<file path="src/hello_world_pkg.sv">
package hello_world_pkg;

  // --------------------------------------------------
  // Control bus geometry
  // --------------------------------------------------
  localparam int bus_data_w = 32;
  localparam int bus_addr_w = 32;

  // OKAY response on both write and read channels
  localparam logic [1:0] resp_okay = 2'b00;

  // --------------------------------------------------
  // Register map
  // --------------------------------------------------
  localparam logic [bus_addr_w-1:0] hello_world_addr = 32'h0000_0500;
  localparam logic [bus_addr_w-1:0] vled_addr        = 32'h0000_0504;
  localparam logic [bus_addr_w-1:0] cnt_ctrl_addr    = 32'h0000_0508;
  localparam logic [bus_addr_w-1:0] cnt_load_addr    = 32'h0000_050C;
  localparam logic [bus_addr_w-1:0] cnt_wmark_addr   = 32'h0000_0510;
  // Read-only, writes are dropped
  localparam logic [bus_addr_w-1:0] cnt_status_addr  = 32'h0000_0514;

  // --------------------------------------------------
  // Counter control word
  // --------------------------------------------------
  // Field layout, MSB first
  typedef struct packed {
    logic [19:0] rsvd;
    logic        enable;
    logic        load;
    logic        clear;
    logic        oneshot;
    logic [7:0]  tick_value;
  } cnt_ctrl_fields_t;

  // Bus side sees raw, counter side sees fields
  typedef union packed {
    logic [bus_data_w-1:0] raw;
    cnt_ctrl_fields_t      fields;
  } cnt_ctrl_u;

endpackage

</file>
<file path="src/ocl_bus_slave.sv">
module ocl_bus_slave (
  input  logic                                   clk_main_a0,
  input  logic                                   rst_main_n_sync,
  // Write address channel
  input  logic                                   awvalid,
  input  logic [hello_world_pkg::bus_addr_w-1:0] awaddr,
  output logic                                   awready,
  // Write data channel
  input  logic                                   wvalid,
  input  logic [hello_world_pkg::bus_data_w-1:0] wdata,
  output logic                                   wready,
  // Write response channel
  output logic                                   bvalid,
  output logic [1:0]                             bresp,
  input  logic                                   bready,
  // Read address channel
  input  logic                                   arvalid,
  input  logic [hello_world_pkg::bus_addr_w-1:0] araddr,
  output logic                                   arready,
  // Read data channel
  output logic                                   rvalid,
  output logic [hello_world_pkg::bus_data_w-1:0] rdata,
  output logic [1:0]                             rresp,
  input  logic                                   rready,
  // Register file side
  output logic                                   wr_en,
  output logic [hello_world_pkg::bus_addr_w-1:0] wr_addr,
  output logic [hello_world_pkg::bus_data_w-1:0] wr_data,
  output logic [hello_world_pkg::bus_addr_w-1:0] rd_addr,
  input  logic [hello_world_pkg::bus_data_w-1:0] rd_data
);
  import hello_world_pkg::*;

  logic wr_active;
  logic ar_pend;

  // --------------------------------------------------
  // Write path
  // --------------------------------------------------
  // One write in flight, address first then data
  assign awready = ~wr_active;
  // Data accepted once per write, blocked while response waits
  assign wready  = wr_active & wvalid & ~bvalid;
  // Strobe lines up with the data transfer
  assign wr_en   = wready;
  assign wr_data = wdata;
  assign bresp   = resp_okay;

  always_ff @(posedge clk_main_a0)
  begin
    if (!rst_main_n_sync)
    begin
      wr_active <= 1'b0;
      bvalid    <= 1'b0;
    end
    else
    begin
      // Busy from address accept until response taken
      if (awvalid && awready)
        wr_active <= 1'b1;
      else if (bvalid && bready)
        wr_active <= 1'b0;
      // Response follows the data beat
      if (wready)
        bvalid <= 1'b1;
      else if (bvalid && bready)
        bvalid <= 1'b0;
    end
  end

  // Captured write address
  always_ff @(posedge clk_main_a0)
  begin
    if (awvalid && awready)
      wr_addr <= awaddr;
  end

  // --------------------------------------------------
  // Read path
  // --------------------------------------------------
  // No new read until the previous one is consumed
  assign arready = ~ar_pend & ~rvalid;
  assign rresp   = resp_okay;

  always_ff @(posedge clk_main_a0)
  begin
    if (!rst_main_n_sync)
    begin
      ar_pend <= 1'b0;
      rvalid  <= 1'b0;
    end
    else
    begin
      ar_pend <= arvalid && arready;
      // Pending request turns into valid read data
      if (ar_pend)
        rvalid <= 1'b1;
      else if (rvalid && rready)
        rvalid <= 1'b0;
    end
  end

  // Address and data payload, held until the next request
  always_ff @(posedge clk_main_a0)
  begin
    if (arvalid && arready)
      rd_addr <= araddr;
    if (ar_pend)
      rdata <= rd_data;
  end

endmodule

</file>
<file path="src/hello_world_regs.sv">
module hello_world_regs #(
  parameter int cnt_w  = 16,
  parameter int tick_w = 8,
  parameter int led_w  = 16
) (
  input  logic                                   clk_main_a0,
  input  logic                                   rst_main_n_sync,
  // Bus side
  input  logic                                   wr_en,
  input  logic [hello_world_pkg::bus_addr_w-1:0] wr_addr,
  input  logic [hello_world_pkg::bus_data_w-1:0] wr_data,
  input  logic [hello_world_pkg::bus_addr_w-1:0] rd_addr,
  output logic [hello_world_pkg::bus_data_w-1:0] rd_data,
  // Counter control and status
  output hello_world_pkg::cnt_ctrl_u             ctrl,
  output logic [cnt_w-1:0]                       load_value,
  output logic [cnt_w-1:0]                       watermark,
  input  logic [cnt_w-1:0]                       cnt,
  input  logic [tick_w-1:0]                      tick_cnt,
  input  logic                                   tick,
  input  logic                                   ge_watermark,
  // LED stage
  output logic [led_w-1:0]                       led_shadow,
  input  logic [led_w-1:0]                       led_status
);
  import hello_world_pkg::*;

  logic [bus_data_w-1:0] hello_world_q;
  logic [bus_data_w-1:0] hello_world_swap;
  logic [bus_data_w-1:0] status_word;

  // --------------------------------------------------
  // Writable registers
  // --------------------------------------------------
  always_ff @(posedge clk_main_a0)
  begin
    if (!rst_main_n_sync)
    begin
      hello_world_q <= '0;
      ctrl          <= '0;
      load_value    <= '0;
      watermark     <= '0;
    end
    else if (wr_en)
    begin
      // Status address is not decoded, so writes to it vanish
      case (wr_addr)
        hello_world_addr: hello_world_q <= wr_data;
        cnt_ctrl_addr:    ctrl.raw      <= wr_data;
        cnt_load_addr:    load_value    <= wr_data[cnt_w-1:0];
        cnt_wmark_addr:   watermark     <= wr_data[cnt_w-1:0];
        default:          ;
      endcase
    end
  end

  // Byte order reversed on read
  assign hello_world_swap = {hello_world_q[7:0],   hello_world_q[15:8],
                             hello_world_q[23:16], hello_world_q[31:24]};

  // LEDs shadow the low half of the hello-world word
  assign led_shadow = hello_world_q[led_w-1:0];

  // Counter status packing
  always_comb
  begin
    status_word                 = '0;
    status_word[cnt_w-1:0]      = cnt;
    status_word[16 +: tick_w]   = tick_cnt;
    status_word[24]             = ge_watermark;
    status_word[25]             = tick;
  end

  // --------------------------------------------------
  // Read multiplexer
  // --------------------------------------------------
  always_comb
  begin
    case (rd_addr)
      hello_world_addr: rd_data = hello_world_swap;
      vled_addr:        rd_data = bus_data_w'(led_status);
      cnt_ctrl_addr:    rd_data = ctrl.raw;
      cnt_load_addr:    rd_data = bus_data_w'(load_value);
      cnt_wmark_addr:   rd_data = bus_data_w'(watermark);
      cnt_status_addr:  rd_data = status_word;
      // Unmapped space reads as zero
      default:          rd_data = '0;
    endcase
  end

endmodule

</file>
<file path="src/tick_counter.sv">
module tick_counter #(
  parameter int cnt_w  = 16,
  parameter int tick_w = 8
) (
  input  logic                       clk_main_a0,
  input  logic                       rst_main_n_sync,
  input  hello_world_pkg::cnt_ctrl_u ctrl,
  input  logic [cnt_w-1:0]           load_value,
  input  logic [cnt_w-1:0]           watermark,
  output logic [cnt_w-1:0]           cnt,
  output logic [tick_w-1:0]          tick_cnt,
  output logic                       tick,
  output logic                       ge_watermark
);

  logic tick_wrap;
  logic cnt_at_max;

  // --------------------------------------------------
  // Tick divider
  // --------------------------------------------------
  // Divider has reached its terminal value
  assign tick       = (tick_cnt >= ctrl.fields.tick_value);
  assign tick_wrap  = ctrl.fields.enable & tick;
  assign cnt_at_max = (cnt == {cnt_w{1'b1}});

  always_ff @(posedge clk_main_a0)
  begin
    if (!rst_main_n_sync || ctrl.fields.clear)
      tick_cnt <= '0;
    else if (tick_wrap)
      tick_cnt <= '0;
    else if (ctrl.fields.enable)
      tick_cnt <= tick_cnt + 1'b1;
  end

  // --------------------------------------------------
  // Main counter
  // --------------------------------------------------
  // Clear beats load, load beats counting
  always_ff @(posedge clk_main_a0)
  begin
    if (!rst_main_n_sync || ctrl.fields.clear)
      cnt <= '0;
    else if (ctrl.fields.load)
      cnt <= load_value;
    else if (tick_wrap)
    begin
      // One-shot saturates, free-running wraps
      if (!(ctrl.fields.oneshot && cnt_at_max))
        cnt <= cnt + 1'b1;
    end
  end

  // Watermark compare on the live count
  assign ge_watermark = (cnt >= watermark);

endmodule

</file>
<file path="src/vled_out.sv">
module vled_out #(
  parameter int led_w = 16
) (
  input  logic             clk_main_a0,
  input  logic             rst_main_n_sync,
  input  logic [led_w-1:0] led_shadow,
  input  logic [led_w-1:0] vdip,
  output logic [led_w-1:0] led_status,
  output logic [led_w-1:0] vled
);

  logic [led_w-1:0] vdip_q1;
  logic [led_w-1:0] vdip_q2;

  // --------------------------------------------------
  // DIP sync, shadow flop, masked LED output
  // --------------------------------------------------
  always_ff @(posedge clk_main_a0)
  begin
    if (!rst_main_n_sync)
    begin
      vdip_q1    <= '0;
      vdip_q2    <= '0;
      led_status <= '0;
      vled       <= '0;
    end
    else
    begin
      // Two-flop synchronizer for the switch inputs
      vdip_q1    <= vdip;
      vdip_q2    <= vdip_q1;
      // Shadow copy, also readable on the bus
      led_status <= led_shadow;
      // Switches mask the LEDs
      vled       <= led_status & vdip_q2;
    end
  end

endmodule

</file>
<file path="src/hello_world_top.sv">
module hello_world_top #(
  parameter int led_w  = 16,
  parameter int cnt_w  = 16,
  parameter int tick_w = 8
) (
  input  logic                                   clk_main_a0,
  input  logic                                   rst_main_n_sync,
  // Control bus
  input  logic                                   awvalid,
  input  logic [hello_world_pkg::bus_addr_w-1:0] awaddr,
  output logic                                   awready,
  input  logic                                   wvalid,
  input  logic [hello_world_pkg::bus_data_w-1:0] wdata,
  output logic                                   wready,
  output logic                                   bvalid,
  output logic [1:0]                             bresp,
  input  logic                                   bready,
  input  logic                                   arvalid,
  input  logic [hello_world_pkg::bus_addr_w-1:0] araddr,
  output logic                                   arready,
  output logic                                   rvalid,
  output logic [hello_world_pkg::bus_data_w-1:0] rdata,
  output logic [1:0]                             rresp,
  input  logic                                   rready,
  // Virtual switches and LEDs
  input  logic [led_w-1:0]                       vdip,
  output logic [led_w-1:0]                       vled
);
  import hello_world_pkg::*;

  // Bus slave to register file
  logic                  wr_en;
  logic [bus_addr_w-1:0] wr_addr;
  logic [bus_data_w-1:0] wr_data;
  logic [bus_addr_w-1:0] rd_addr;
  logic [bus_data_w-1:0] rd_data;

  // Register file to counter and back
  cnt_ctrl_u             ctrl;
  logic [cnt_w-1:0]      load_value;
  logic [cnt_w-1:0]      watermark;
  logic [cnt_w-1:0]      cnt;
  logic [tick_w-1:0]     tick_cnt;
  logic                  tick;
  logic                  ge_watermark;

  // Register file to LED stage and back
  logic [led_w-1:0]      led_shadow;
  logic [led_w-1:0]      led_status;

  // --------------------------------------------------
  // Bus front end
  // --------------------------------------------------
  ocl_bus_slave i_ocl_bus_slave (.*);

  // --------------------------------------------------
  // Registers and counter
  // --------------------------------------------------
  hello_world_regs #(
    .cnt_w  (cnt_w),
    .tick_w (tick_w),
    .led_w  (led_w)
  ) i_hello_world_regs (.*);

  tick_counter #(
    .cnt_w  (cnt_w),
    .tick_w (tick_w)
  ) i_tick_counter (.*);

  // --------------------------------------------------
  // LED output stage
  // --------------------------------------------------
  vled_out #(
    .led_w (led_w)
  ) i_vled_out (.*);

endmodule

</file>
<file path="config.mk">
export PLATFORM = sky130hd
export DESIGN_NAME = hello_world_top
export DESIGN_NICKNAME = d
export VERILOG_FILES = /design/src/hello_world_pkg.sv /design/src/ocl_bus_slave.sv /design/src/hello_world_regs.sv /design/src/tick_counter.sv /design/src/vled_out.sv /design/src/hello_world_top.sv
export SDC_FILE = /design/constraint.sdc
export NUM_CORES = 1
export LEC_CHECK = 0
export ABC_CLOCK_PERIOD_IN_PS = 7300
export BUFFER_PORTS_ARGS = -buffer_cell sky130_fd_sc_hd__buf_2
export CELL_PAD_IN_SITES_DETAIL_PLACEMENT = 0
export CELL_PAD_IN_SITES_GLOBAL_PLACEMENT = 1
export CORE_MARGIN = 4
export CORE_UTILIZATION = 48
export DETAILED_ROUTE_END_ITERATION = 8
export GPL_ROUTABILITY_DRIVEN = 0
export PLACE_DENSITY = 0.84
export SLEW_MARGIN = 40
export SYNTH_ARGS = -nofsm -noshare
export SYNTH_HDL_FRONTEND = slang
export SYNTH_SLANG_ARGS = --single-unit
export TNS_END_PERCENT = 20
</file>
<file path="constraint.sdc">
create_clock -name clk_main_a0 -period 7.3 [get_ports clk_main_a0]
set_clock_uncertainty 0.15 [all_clocks]
set_input_delay 0.73 -clock clk_main_a0 [delete_from_list [all_inputs] [get_ports clk_main_a0]]
set_output_delay 0.73 -clock clk_main_a0 [all_outputs]
set_load 0.03 [all_outputs]
</file>
# == After elaboration in Yosys (flattened, before gate mapping) ==
# Cells that the tools add are included.
# totals
register_bits,284
inputBits,119
output_inout_bits,57
elab_cells,68
# classes
addsub,2
order_cmp,2
n_eq_ne,12
mux,9
bitwise_logic,9
n_reduce_logical,17
# op_table
cell,n
"32-bit by 11-bit equality test with 1-bit output, second input constant",10
32-bit case mux with 6 select lines,1
16-bit two-way mux,3
"16-bit by 1-bit adder with 16-bit output, second input constant",1
16-bit bitwise AND,1
"16-bit equality test, second input constant",1
16-bit greater-or-equal comparator,1
2-bit AND reduction,5
"8-bit by 1-bit adder with 8-bit output, second input constant",1
8-bit greater-or-equal comparator,1
2-bit nonzero test,4
1-bit logical AND,5
1-bit two-way mux,5
1-bit bitwise AND,4
1-bit inverter,4
"2-bit != test, second input constant",1
2-bit OR reduction,1
1-bit logical NOT,1
1-bit logical OR,1

# == Longest topological paths before layout ==
# Gate-level depths: netlist of the first run.
# depth
word_depth,5
depth_mapped,9
mapped_depth_nobuf,8

# == Hierarchy ==
# A second synthesis of the first run with hierarchy kept.
# hier_totals
hier_cells,1061
area_unflattened_um2,12061.6
# by_module_without_submodules
module,n_inst,cells_per_inst,area_per_inst_um2,seq_area_each_um2
hello_world_regs,1,534,5033.6,1921.8
ocl_bus_slave,1,152,3335.7,2962.8
tick_counter,1,241,1963.1,480.5
vled_out,1,134,1729.2,1281.2

# == Worst setup path after synthesis of the first run ==
# Ideal clock, no wire load.
# synth_timing
path_type,input port to flip-flop
from,input awvalid
to,register i_ocl_bus_slave.wr_addr[0] in the netlist's numbering (enable)
setup_time_ns,0.425
arrival_time_ns,2.178
t_required_ns,6.725
path_slack_ns,4.547
path_stages,1
n_path_buf,0
cell_sequence,nor2b_1
# synth_via
elab_chain_cells,1
# synth_lines
item,line_no,rtl
from (decl),hello_world_top.sv:9,"input logic awvalid,"
1-bit logical AND,ocl_bus_slave.sv:74,if (awvalid && awready)
to (signal assigned),ocl_bus_slave.sv:75,wr_addr <= awaddr;
to (decl),ocl_bus_slave.sv:27,"output logic [hello_world_pkg::bus_addr_w-1:0] wr_addr,"
# No other way between the ends.
# A chain may end at the register's enable or synchronous reset.

# == Worst setup path in the final report of the first run ==
# layout_timing
from,register i_ocl_bus_slave.rd_addr[15] in the netlist's numbering
to,register i_ocl_bus_slave.rdata[8] in the netlist's numbering (data pin)
# layout_via
elab_chain_cells,2
elab_cells_between_ends,7
classes_between,eq/ne (6); mux (1)
# layout_lines
item,line_no,rtl
from (decl),ocl_bus_slave.sv:29,"output logic [hello_world_pkg::bus_addr_w-1:0] rd_addr,"
from (signal assigned),ocl_bus_slave.sv:107,rd_addr <= araddr;
32-bit by 11-bit equality test with 1-bit output,hello_world_regs.sv:79,case (rd_addr)
32-bit case mux with 6 select lines *,hello_world_regs.sv:79,
"net i_hello_world_regs.rd_data, one bit",hello_world_regs.sv:13,"output logic [hello_world_pkg::bus_data_w-1:0] rd_data,"
to (signal assigned),ocl_bus_slave.sv:109,rdata <= rd_data;
to (decl),ocl_bus_slave.sv:22,"output logic [hello_world_pkg::bus_data_w-1:0] rdata,"
# Mark *: on every way through the listed nets, which the timed path passes. The rest lies on a longest branch.

==> results.sh, run 1 <==
export IMPL_outcome="finished clean"
export IMPL_wl_per_cell_um=18.4
export IMPL_pwr_share_comb=0.038
export IMPL_cts_setup_buffers=0
export IMPL_p_leak_nw=5.17
export IMPL_grt_max_degree=106
export IMPL_path_buf_inv=0
export IMPL_slew_headroom=0.447
export IMPL_syn_inst=1029
export IMPL_final_util=0.586
export IMPL_register_area_sq_um=6650
export IMPL_synth_area_leaders="dfxtp_1 (33%), edfxtp_1 (26%), nand2_1 (5.9%)"
export IMPL_startpoint_type="flop"
export IMPL_vdd_drop_max_mv=0.217
export IMPL_p_per_area_nw_per_um2=252
export IMPL_pin_count=176
export IMPL_critPathArrivalTime_ns=3.39
export IMPL_drc=0
export IMPL_clkLatencyLatePin_ns=0.56
export IMPL_grt_overflow_total=0
export IMPL_maxCapViolCount=0
export IMPL_vias_per_cell=5.30
export IMPL_vias=8084
export IMPL_avgSynthCellArea_sq_um=11.0
export IMPL_critical_path_slowest_cell="and3_1"
export IMPL_die_w_um=161
export IMPL_holdBufCountCts=0
export IMPL_routed_wl_um=28100
export IMPL_dp_hpwl_um=19200
export IMPL_synth_top_area_cell="dfxtp_1"
export IMPL_multi_input_area_sq_um=4260
export IMPL_synth_most_common_cell="dfxtp_1"
export IMPL_drive_above_1_share=0.214
export IMPL_die_area_sq_um=26100
export IMPL_tightest_slew_ns=0.830
export IMPL_cp_depth=6
export IMPL_fp_coreArea_sq_um=22900
export IMPL_synth_edf_count=96
export IMPL_post_route_min_period_ns=3.17
export IMPL_finalCritPeriodShare=0.434
export IMPL_synth_top_area_share=0.333
export IMPL_cts_buffer_depth=3
export IMPL_worstPathMaxFanout=17
export IMPL_die_y_um=161
export IMPL_gr_usage_met2=0.354
export IMPL_seq_power_share=0.501
export IMPL_grt_first_pass_wirelength_um=43800
export IMPL_row_count=55
export IMPL_yosys_top_cells_count="dfxtp_1 (188), nand2_1 (177), edfxtp_1 (96)"
export IMPL_max_freq_mhz=316
export IMPL_ys_async_sr_fraction=0
export IMPL_ys_warnings_count=0
export IMPL_finalSetupViolations=0
export IMPL_globalRouteMet1Util=0.279
export IMPL_num_nets_final=1332
export IMPL_swShare=0.212
export IMPL_syn_cell_area_sq_um=11300
export IMPL_postLayoutCellArea_sq_um=13400
export IMPL_crit_chain="nor4_1, nand4b_1, nor2_2, and3_1, a22oi_1, o221ai_1"
export IMPL_io_buffers=171
export IMPL_min_path_cells=1
export IMPL_maxSlewViolCount=0
export IMPL_synth_top_flop_cell="dfxtp_1"
export IMPL_max_stage_delay_ns=0.76
export IMPL_use_met3=0.0418
export IMPL_design_power_total_mw=3.39
export IMPL_final_cells=1524
export IMPL_antenna_found_initial=1
export IMPL_post_cts_resized=0
export IMPL_synth_seq_cells=284
export IMPL_top_usage_layer="met2"
export IMPL_holdCritPathClass="in -> reg"
export IMPL_setup_worst_path_class="reg -> reg"
export IMPL_pwr_share_clk=0.461
export IMPL_cp_required_ns=7.52
export IMPL_post_place_cells=1469
export IMPL_tns_ns=0
export IMPL_hold_viol=0
export IMPL_grt_pass1_vias=8000
export IMPL_timing_critical_path_to_type="flop"
export IMPL_h_tree_depth=1
export IMPL_initial_core_util=0.493
export IMPL_cts_sinks=284
export IMPL_internal_power_mw=2.67
export IMPL_critPathTopFamily="simple AND/OR/NAND/NOR gates"
export IMPL_drtAntennaViolNets=0
export IMPL_fillers=1963
export IMPL_numCtsBuffers=29
export IMPL_synthDistinctLibCells=58
export IMPL_first_pass_iters=7
export IMPL_clockRootBuffer="clkbuf_16"
export IMPL_rsz0062_at_grt="no"
export IMPL_grt_use_total=0.210
export IMPL_clk_pin_slew_ns=0.06
export IMPL_p_switching_mw=0.718
export IMPL_seq_area_frac_synth=0.588
export IMPL_drt_iter0_drc=567
export IMPL_worstRegToRegCells=6
export IMPL_syn_to_final_growth_pct=18.8
export IMPL_cts_tree="yes"
export IMPL_place_area_sq_um=12400
==> metal layers <==
layer / part of all wire / up-vias
li1: - / 3944
met4: 0.028 / 0
met1: 0.43 / 3793
met3: 0.072 / 55
met5: 0 / -
met2: 0.47 / 292
==> cell usage in the layout (no fill, tap or decap), types with 4 or more instances in the layout <==
cell,netlist,final
inv_1,30,29
o21ai_0,22,22
mux2i_1,34,34
and2_1,51,51
nor2b_1,21,20
xor2_1,5,5
nand3_1,12,12
a21boi_2,10,10
a22oi_1,32,32
o221ai_1,16,16
xnor2_1,15,15
nand2_1,177,177
and3_1,21,20
conb_1,1,4
a22o_1,14,14
clkbuf_8,0,4
ha_1,26,26
clkinv_2,0,8
dfxtp_1,188,187
a31oi_1,4,4
clkbuf_16,0,35
buf_4,4,12
buf_2,19,170
a21boi_0,42,42
nor3_1,11,11
a21boi_1,28,28
nor4_1,12,12
a21o_1,11,11
edfxtp_1,96,96
nand4_1,9,9
a21oi_1,26,26
nor2_1,20,20
==> power groups by stage <==
stage                     sequential (mW)  combinational, mW  clock, mW
after floorplan                      1.74             0.0498          0
after global routing                 1.70              0.140       1.65
final                                1.70              0.129       1.56
after global placement               1.73              0.129          0
after CTS                            1.70              0.130       1.59
after detailed placement             1.73              0.130          0
==> registers in the layout (all words and copies together), names as in the netlist, 32 cells and up <==
name,flops
i_ocl_bus_slave.rdata,32
i_ocl_bus_slave.wr_addr,32
i_hello_world_regs.ctrl,32
i_ocl_bus_slave.rd_addr,32
i_hello_world_regs.hello_world_q,32
==> cell families after synthesis <==
| family | after synthesis | synth area share |
|---|---|---|
| AND/OR/NAND/NOR | 361 | 0.163 |
| flip-flops | 284 | 0.588 |
| AO/OA/AOI/OAI | 213 | 0.138 |
| buffers and inverters | 90 | 0.0367 |
| multiplexers | 34 | 0.0301 |
| adder cells (fa/ha/maj) | 26 | 0.0288 |
| XOR/XNOR | 20 | 0.0155 |
| other | 1 | 0.000332 |
==> cell type report <==
type | instances | area share
Sequential cell | 284 | 0.495
Clock inverter | 10 | 0.00671
Clock buffer | 44 | 0.0709
Tap cell | 313 | 0.0292
Multi-Input combinational cell | 658 | 0.318
Timing Repair Buffer | 184 | 0.0718
Antenna cell | 1 | 0.000186
Inverter | 30 | 0.00839
==> final timing paths <==
| kind | slack, ns | startpoint | end |
|---|---|---|---|
| worst min-delay path | 0.20 | araddr[7] | i_ocl_bus_slave.rd_addr[7] |
| worst max-delay path | 4.13 | i_ocl_bus_slave.rd_addr[15] | i_ocl_bus_slave.rdata[8] |
| worst min register to register | 0.28 | i_vled_out.vdip_q1[5] | i_vled_out.vdip_q2[5] |
| worst max register to register | 4.13 | i_ocl_bus_slave.rd_addr[15] | i_ocl_bus_slave.rdata[8] |
==> stage by stage <==
step | hold slack (ns) | setup WS (ns)
after floorplan | 0.262 | 4.55
after global placement | 0.264 | 4.00
after detailed placement | 0.269 | 4.12
after CTS | 0.169 | 4.11
after global routing | 0.169 | 3.97
final | 0.197 | 4.13
Note: power is estimated with default switching activity, not from simulation.
==> inputs of run 2 (changes only) <==
Settings changed: ABC_CLOCK_PERIOD_IN_PS 7300 to 3200, CORE_UTILIZATION 48 to 44, PLACE_DENSITY 0.84 to 0.78.
Clock period 7.3 ns to 3.2 ns, I/O delays scaled along.
==> run 2 against run 1 <==
Core utilization decreased by 0.51 points. Combinational power increased to 3.3 times the previous value. Global-route usage about the same. Die area increased by 8.6%. Cell count increased by 9.5%. Sequential share of layout area decreased by 4.2 points. Setup slack got worse by 3.6 ns.
==> results.sh, run 2 (synthesized netlist as in run 1, its figures left out) <==
export IMPL_rsz0062_at_grt="no"
export IMPL_pwr_share_comb=0.054
export IMPL_place_area_sq_um=12500
export IMPL_p_switching_mw=1.66
export IMPL_pwr_share_clk=0.453
export IMPL_maxSlewViolCount=0
export IMPL_layout_setup_ws_ns=0.521
export IMPL_layout_common_cells="dfxtp_1 (187), nand2_1 (177), buf_2 (170)"
export IMPL_dp_hpwl_um=19700
export IMPL_maxCapViolCount=0
export IMPL_drc=0
export IMPL_slew_headroom=0.455
export IMPL_grt_first_pass_wirelength_um=47700
export IMPL_num_nets_final=1461
export IMPL_grt_pass1_vias=8850
export IMPL_setup_worst_path_class="reg -> reg"
export IMPL_outcome="finished clean"
export IMPL_max_stage_delay_ns=0.50
export IMPL_pin_count=176
export IMPL_drtAntennaViolNets=0
export IMPL_first_pass_iters=5
export IMPL_vdd_drop_max_mv=0.476
export IMPL_pre_cts_ws_ns=0.515
export IMPL_die_area_sq_um=28300
export IMPL_tightest_slew_ns=0.818
export IMPL_clkLatencyLatePin_ns=0.55
export IMPL_clk_pin_slew_ns=0.07
export IMPL_initial_core_util=0.448
export IMPL_finalCritPeriodShare=0.837
export IMPL_final_util=0.581
export IMPL_die_y_um=168
export IMPL_n_antenna_cell=0
export IMPL_tns_ns=0
export IMPL_vias=8633
export IMPL_h_tree_depth=1
export IMPL_numCtsBuffers=29
export IMPL_grt_use_total=0.211
export IMPL_clockRootBuffer="clkbuf_16"
export IMPL_vias_per_cell=5.17
export IMPL_timing_critical_path_to_type="flop"
export IMPL_post_place_cells=1498
export IMPL_cts_sinks=284
export IMPL_final_cells=1669
export IMPL_p_leak_nw=5.69
export IMPL_wl_per_cell_um=18.3
export IMPL_p_per_area_nw_per_um2=535
export IMPL_drt_iter0_drc=543
export IMPL_fillers=2161
export IMPL_die_w_um=168
export IMPL_row_count=58
export IMPL_worstPathMaxFanout=17
export IMPL_crit_chain="nor4_1, nand4_1, or3_1, buf_4, nor3_4, buf_4, a22o_1"
export IMPL_postLayoutCellArea_sq_um=14700
export IMPL_seq_power_share=0.492
export IMPL_critPathMostFrequentCell="buf_4"
export IMPL_final_common_cell="dfxtp_1"
export IMPL_cts_buffer_depth=3
export IMPL_critPathArrivalTime_ns=2.95
export IMPL_critical_path_slowest_cell="nor3_4"
export IMPL_design_power_total_mw=7.85
export IMPL_cp_required_ns=3.47
export IMPL_antenna_found_initial=0
export IMPL_grt_overflow_total=0
export IMPL_holdCritPathClass="in -> reg"
export IMPL_max_freq_mhz=373
export IMPL_syn_to_final_growth_pct=29.8
export IMPL_finalSetupViolations=0
export IMPL_drive_above_1_share=0.197
export IMPL_hold_viol=0
export IMPL_internal_power_mw=6.20
export IMPL_post_route_min_period_ns=2.68
export IMPL_grt_max_degree=83
export IMPL_routed_wl_um=30500
export IMPL_io_buffers=171
export IMPL_swShare=0.211
export IMPL_startpoint_type="flop"
export IMPL_cts_tree="yes"
export IMPL_fin_hold_ws_ns=0.169
export IMPL_fp_coreArea_sq_um=25300
==> run 2: changes by cell type in the layout (fill, tap and decap cells not counted), sizes merged <==
cell         delta
buf            +12
bufinv          +4
clkbuf          -8
clkinv          +1
clkinvlp        +3
diode           -1
dlygate4sd3   +117
==> run 2: final cells by class <==
type	instances	area (sq um)	area share
Clock inverter	18	221	0.0151
Inverter	30	113	0.00768
Sequential cell	284	6650	0.453
Clock buffer	36	793	0.0541
Tap cell	330	413	0.0281
Multi-Input combinational cell	658	4260	0.291
Timing Repair Buffer	313	2220	0.151
==> run 2: worst paths after layout <==
path	cells after the start	slack, ns	end	from
setup reg to reg	7	0.52	i_ocl_bus_slave.rdata[26]	i_ocl_bus_slave.rd_addr[17]
setup / recovery	7	0.52	i_ocl_bus_slave.rdata[26]	i_ocl_bus_slave.rd_addr[17]
hold reg to reg	1	0.28	i_vled_out.vdip_q2[7]	i_vled_out.vdip_q1[7]
hold / removal	3	0.17	i_ocl_bus_slave.bvalid	wvalid
==> run 2: critical path: cells and delay by family, from the launching register on <==
kind / cells / cell delay (ns)
AND/OR/NAND/NOR: 4 / 1.40
buffers and inverters: 2 / 0.47
flip-flops: 1 / 0.40
AO/OA/AOI/OAI: 1 / 0.14
==> run 2: power by group through the flow <==
stage	Clock [mW]	Combinational [mW]	Sequential (mW)
after floorplan	0	0.114	3.98
after global placement	0	0.310	3.94
after detailed placement	0	0.311	3.94
after CTS	3.62	0.421	3.86
after global routing	3.78	0.459	3.87
final	3.56	0.428	3.86
==> run 2: routing by layer <==
metal,vias up,part of all wire,global-route usage
met5,-,0,0
met4,0,0.039,0.0759
met3,68,0.061,0.0399
met2,269,0.48,0.362
met1,4098,0.42,0.266
li1,4198,-,-
==> run 2: repair_timing <==
item / in CTS / in global routing
hold endpoints to repair: 176 / 0
setup buffers: 0 / 0
hold buffers: 117 / 0
gates resized for setup: 0 / 0
==> inputs of run 3 (changes only) <==
Settings changed: ABC_CLOCK_PERIOD_IN_PS 3200 to 2300, CORE_UTILIZATION 44 to 40, PLACE_DENSITY 0.78 to 0.74.
Clock period 3.2 ns to 2.3 ns, I/O delays scaled along.
==> run 3 against run 2 <==
The run now ends with negative setup slack left. Die area increased by 9.5%. First-iteration DRC count decreased by 1.5%. Register-to-register slack got worse by 0.53 ns. Power increased by 35%. Wire length increased by 6.4%. Critical path depth increased by 1. Flip-flop and latch count unchanged. Clock power increased by 29%. Critical path type unchanged. Critical endpoint is now i_hello_world_regs.hello_world_q[20]. Largest cell class unchanged. Largest power group unchanged. Highest routed layer unchanged.
==> results.sh, run 3 (synthesized netlist as in run 1, its figures left out) <==
export IMPL_slew_headroom=0.530
export IMPL_seq_power_share=0.507
export IMPL_outcome="finished, violations left"
export IMPL_die_y_um=176
export IMPL_routed_wl_um=32400
export IMPL_r2r_start="i_ocl_bus_slave.wr_addr[13]"
export IMPL_grt_overflow_total=0
export IMPL_grt_first_pass_wirelength_um=48900
export IMPL_first_pass_iters=5
export IMPL_initial_core_util=0.406
export IMPL_tightest_slew_ns=0.706
export IMPL_finalCritPeriodShare=1.00
export IMPL_vias_per_cell=4.99
export IMPL_vias=8808
export IMPL_maxSlewViolCount=0
export IMPL_drt_iter0_drc=535
export IMPL_cts_sinks=284
export IMPL_p_switching_mw=2.37
export IMPL_h_tree_depth=1
export IMPL_n_antenna_cell=0
export IMPL_grt_max_degree=150
export IMPL_antenna_found_initial=0
export IMPL_swShare=0.223
export IMPL_vdd_drop_max_mv=0.478
export IMPL_clk_pin_slew_ns=0.07
export IMPL_p_leak_nw=6.06
export IMPL_row_count=61
export IMPL_die_area_sq_um=31000
export IMPL_maxCapViolCount=0
export IMPL_clkLatencyLatePin_ns=0.55
export IMPL_pwr_share_clk=0.435
export IMPL_layout_common_cells="dfxtp_1 (186), buf_2 (170), nand2_1 (169)"
export IMPL_syn_to_final_growth_pct=38.1
export IMPL_postLayoutCellArea_sq_um=15600
export IMPL_cp_required_ns=2.57
export IMPL_num_nets_final=1509
export IMPL_setup_worst_path_class="reg -> reg"
export IMPL_final_cells=1765
export IMPL_worstReg2RegEnd="i_hello_world_regs.hello_world_q[20]"
export IMPL_io_buffers=171
export IMPL_dp_hpwl_um=20000
export IMPL_final_common_cell="dfxtp_1"
export IMPL_drive_above_1_share=0.262
export IMPL_failed_checks="negative setup slack"
export IMPL_worstPathMaxFanout=32
export IMPL_drc=0
export IMPL_grt_pass1_vias=8873
export IMPL_startpoint_type="flop"
export IMPL_crit_end="i_hello_world_regs.hello_world_q[20]"
export IMPL_fin_hold_ws_ns=0.103
export IMPL_timing_critical_path_to_type="flop"
export IMPL_hold_viol=0
export IMPL_pin_count=176
export IMPL_max_freq_mhz=433
export IMPL_rsz0062_at_grt="yes"
export IMPL_grt_use_total=0.198
export IMPL_die_w_um=176
export IMPL_cts_buffer_depth=3
export IMPL_post_place_cells=1579
export IMPL_internal_power_mw=8.24
export IMPL_critPathLaunch="i_ocl_bus_slave.wr_addr[13]"
export IMPL_place_area_sq_um=13000
export IMPL_clockRootBuffer="clkbuf_16"
export IMPL_cts_tree="yes"
export IMPL_finalSetupViolations=5
export IMPL_layout_setup_ws_ns=-0.00990
export IMPL_p_per_area_nw_per_um2=679
export IMPL_fp_coreArea_sq_um=27900
export IMPL_wl_per_cell_um=18.4
export IMPL_critPathArrivalTime_ns=2.58
export IMPL_numCtsBuffers=29
export IMPL_post_route_min_period_ns=2.31
export IMPL_pwr_share_comb=0.058
export IMPL_ff2ff_setup_slack_ns=-0.01
export IMPL_pre_cts_ws_ns=-0.120
export IMPL_holdCritPathClass="in -> reg"
export IMPL_worstRegToRegCells=8
export IMPL_final_util=0.561
export IMPL_drtAntennaViolNets=0
==> run 3: what timing repair did <==
| item | in CTS | in global routing |
|---|---|---|
| hold buffers | 118 | 0 |
| gates cloned | 0 | 6 |
| endpoints found under the setup margin | 72 | 136 |
| gates resized for setup | 12 | 89 |
| setup buffers | 3 | 5 |
| endpoints found under the hold margin | 180 | 0 |
| pin swaps | 3 | 74 |
==> run 3: metal layers <==
layer	up-vias	global-route usage	part of all wire
li1	4296	-	-
met1	4195	0.262	0.43
met2	268	0.343	0.48
met3	49	0.0330	0.058
met4	0	0.0442	0.023
met5	-	0	0
==> run 3: worst min path at each step <==
stage               slack (ns)       start  cells after the start                           to
detailed placement        0.26  awaddr[15]                      1  i_ocl_bus_slave.wr_addr[15]
CTS                       0.07      wvalid                      4       i_ocl_bus_slave.bvalid
finish                    0.10      wvalid                      4       i_ocl_bus_slave.bvalid
global placement          0.26  araddr[22]                      1  i_ocl_bus_slave.rd_addr[22]
global route              0.13      wvalid                      4       i_ocl_bus_slave.bvalid
floorplan                 0.18   araddr[0]                      0   i_ocl_bus_slave.rd_addr[0]
==> run 3: metrics by stage <==
step                      TNS, ns  power [mW]
after detailed placement    -2.74        5.92
after floorplan             -3.83        5.69
after CTS                 -0.0730        10.7
after global routing       -10.21        10.9
final                     -0.0264        10.6
after global placement      -2.32        5.92
==> run 3: critical path, stage by stage, from the launching register on <==
cell      delay [ns]
edfxtp_1        0.40
nor4b_2         0.29
nand3b_1        0.14
buf_4           0.17
nor4_4          0.26
or3b_4          0.42
buf_12          0.18
nand2_1         0.07
a21boi_0        0.07
==> run 3: final cells by class <==
cell class | instances | area, sq um
multi-input cells | 658 | 4530
flip-flops and latches | 284 | 6650
inverters | 30 | 113
clock inverters | 17 | 138
fillers | 2341 | 12200
clock buffers | 37 | 807
repair buffers | 361 | 2900
well taps | 378 | 473
==> run 3: power by group through the flow <==
| stage | clock network, mW | registers (mW) | logic [mW] |
|---|---|---|---|
| final | 4.61 | 5.38 | 0.615 |
| after global routing | 4.89 | 5.39 | 0.659 |
| after CTS | 4.69 | 5.37 | 0.600 |
| after detailed placement | 0 | 5.48 | 0.443 |
| after global placement | 0 | 5.48 | 0.441 |
| after floorplan | 0 | 5.54 | 0.159 |
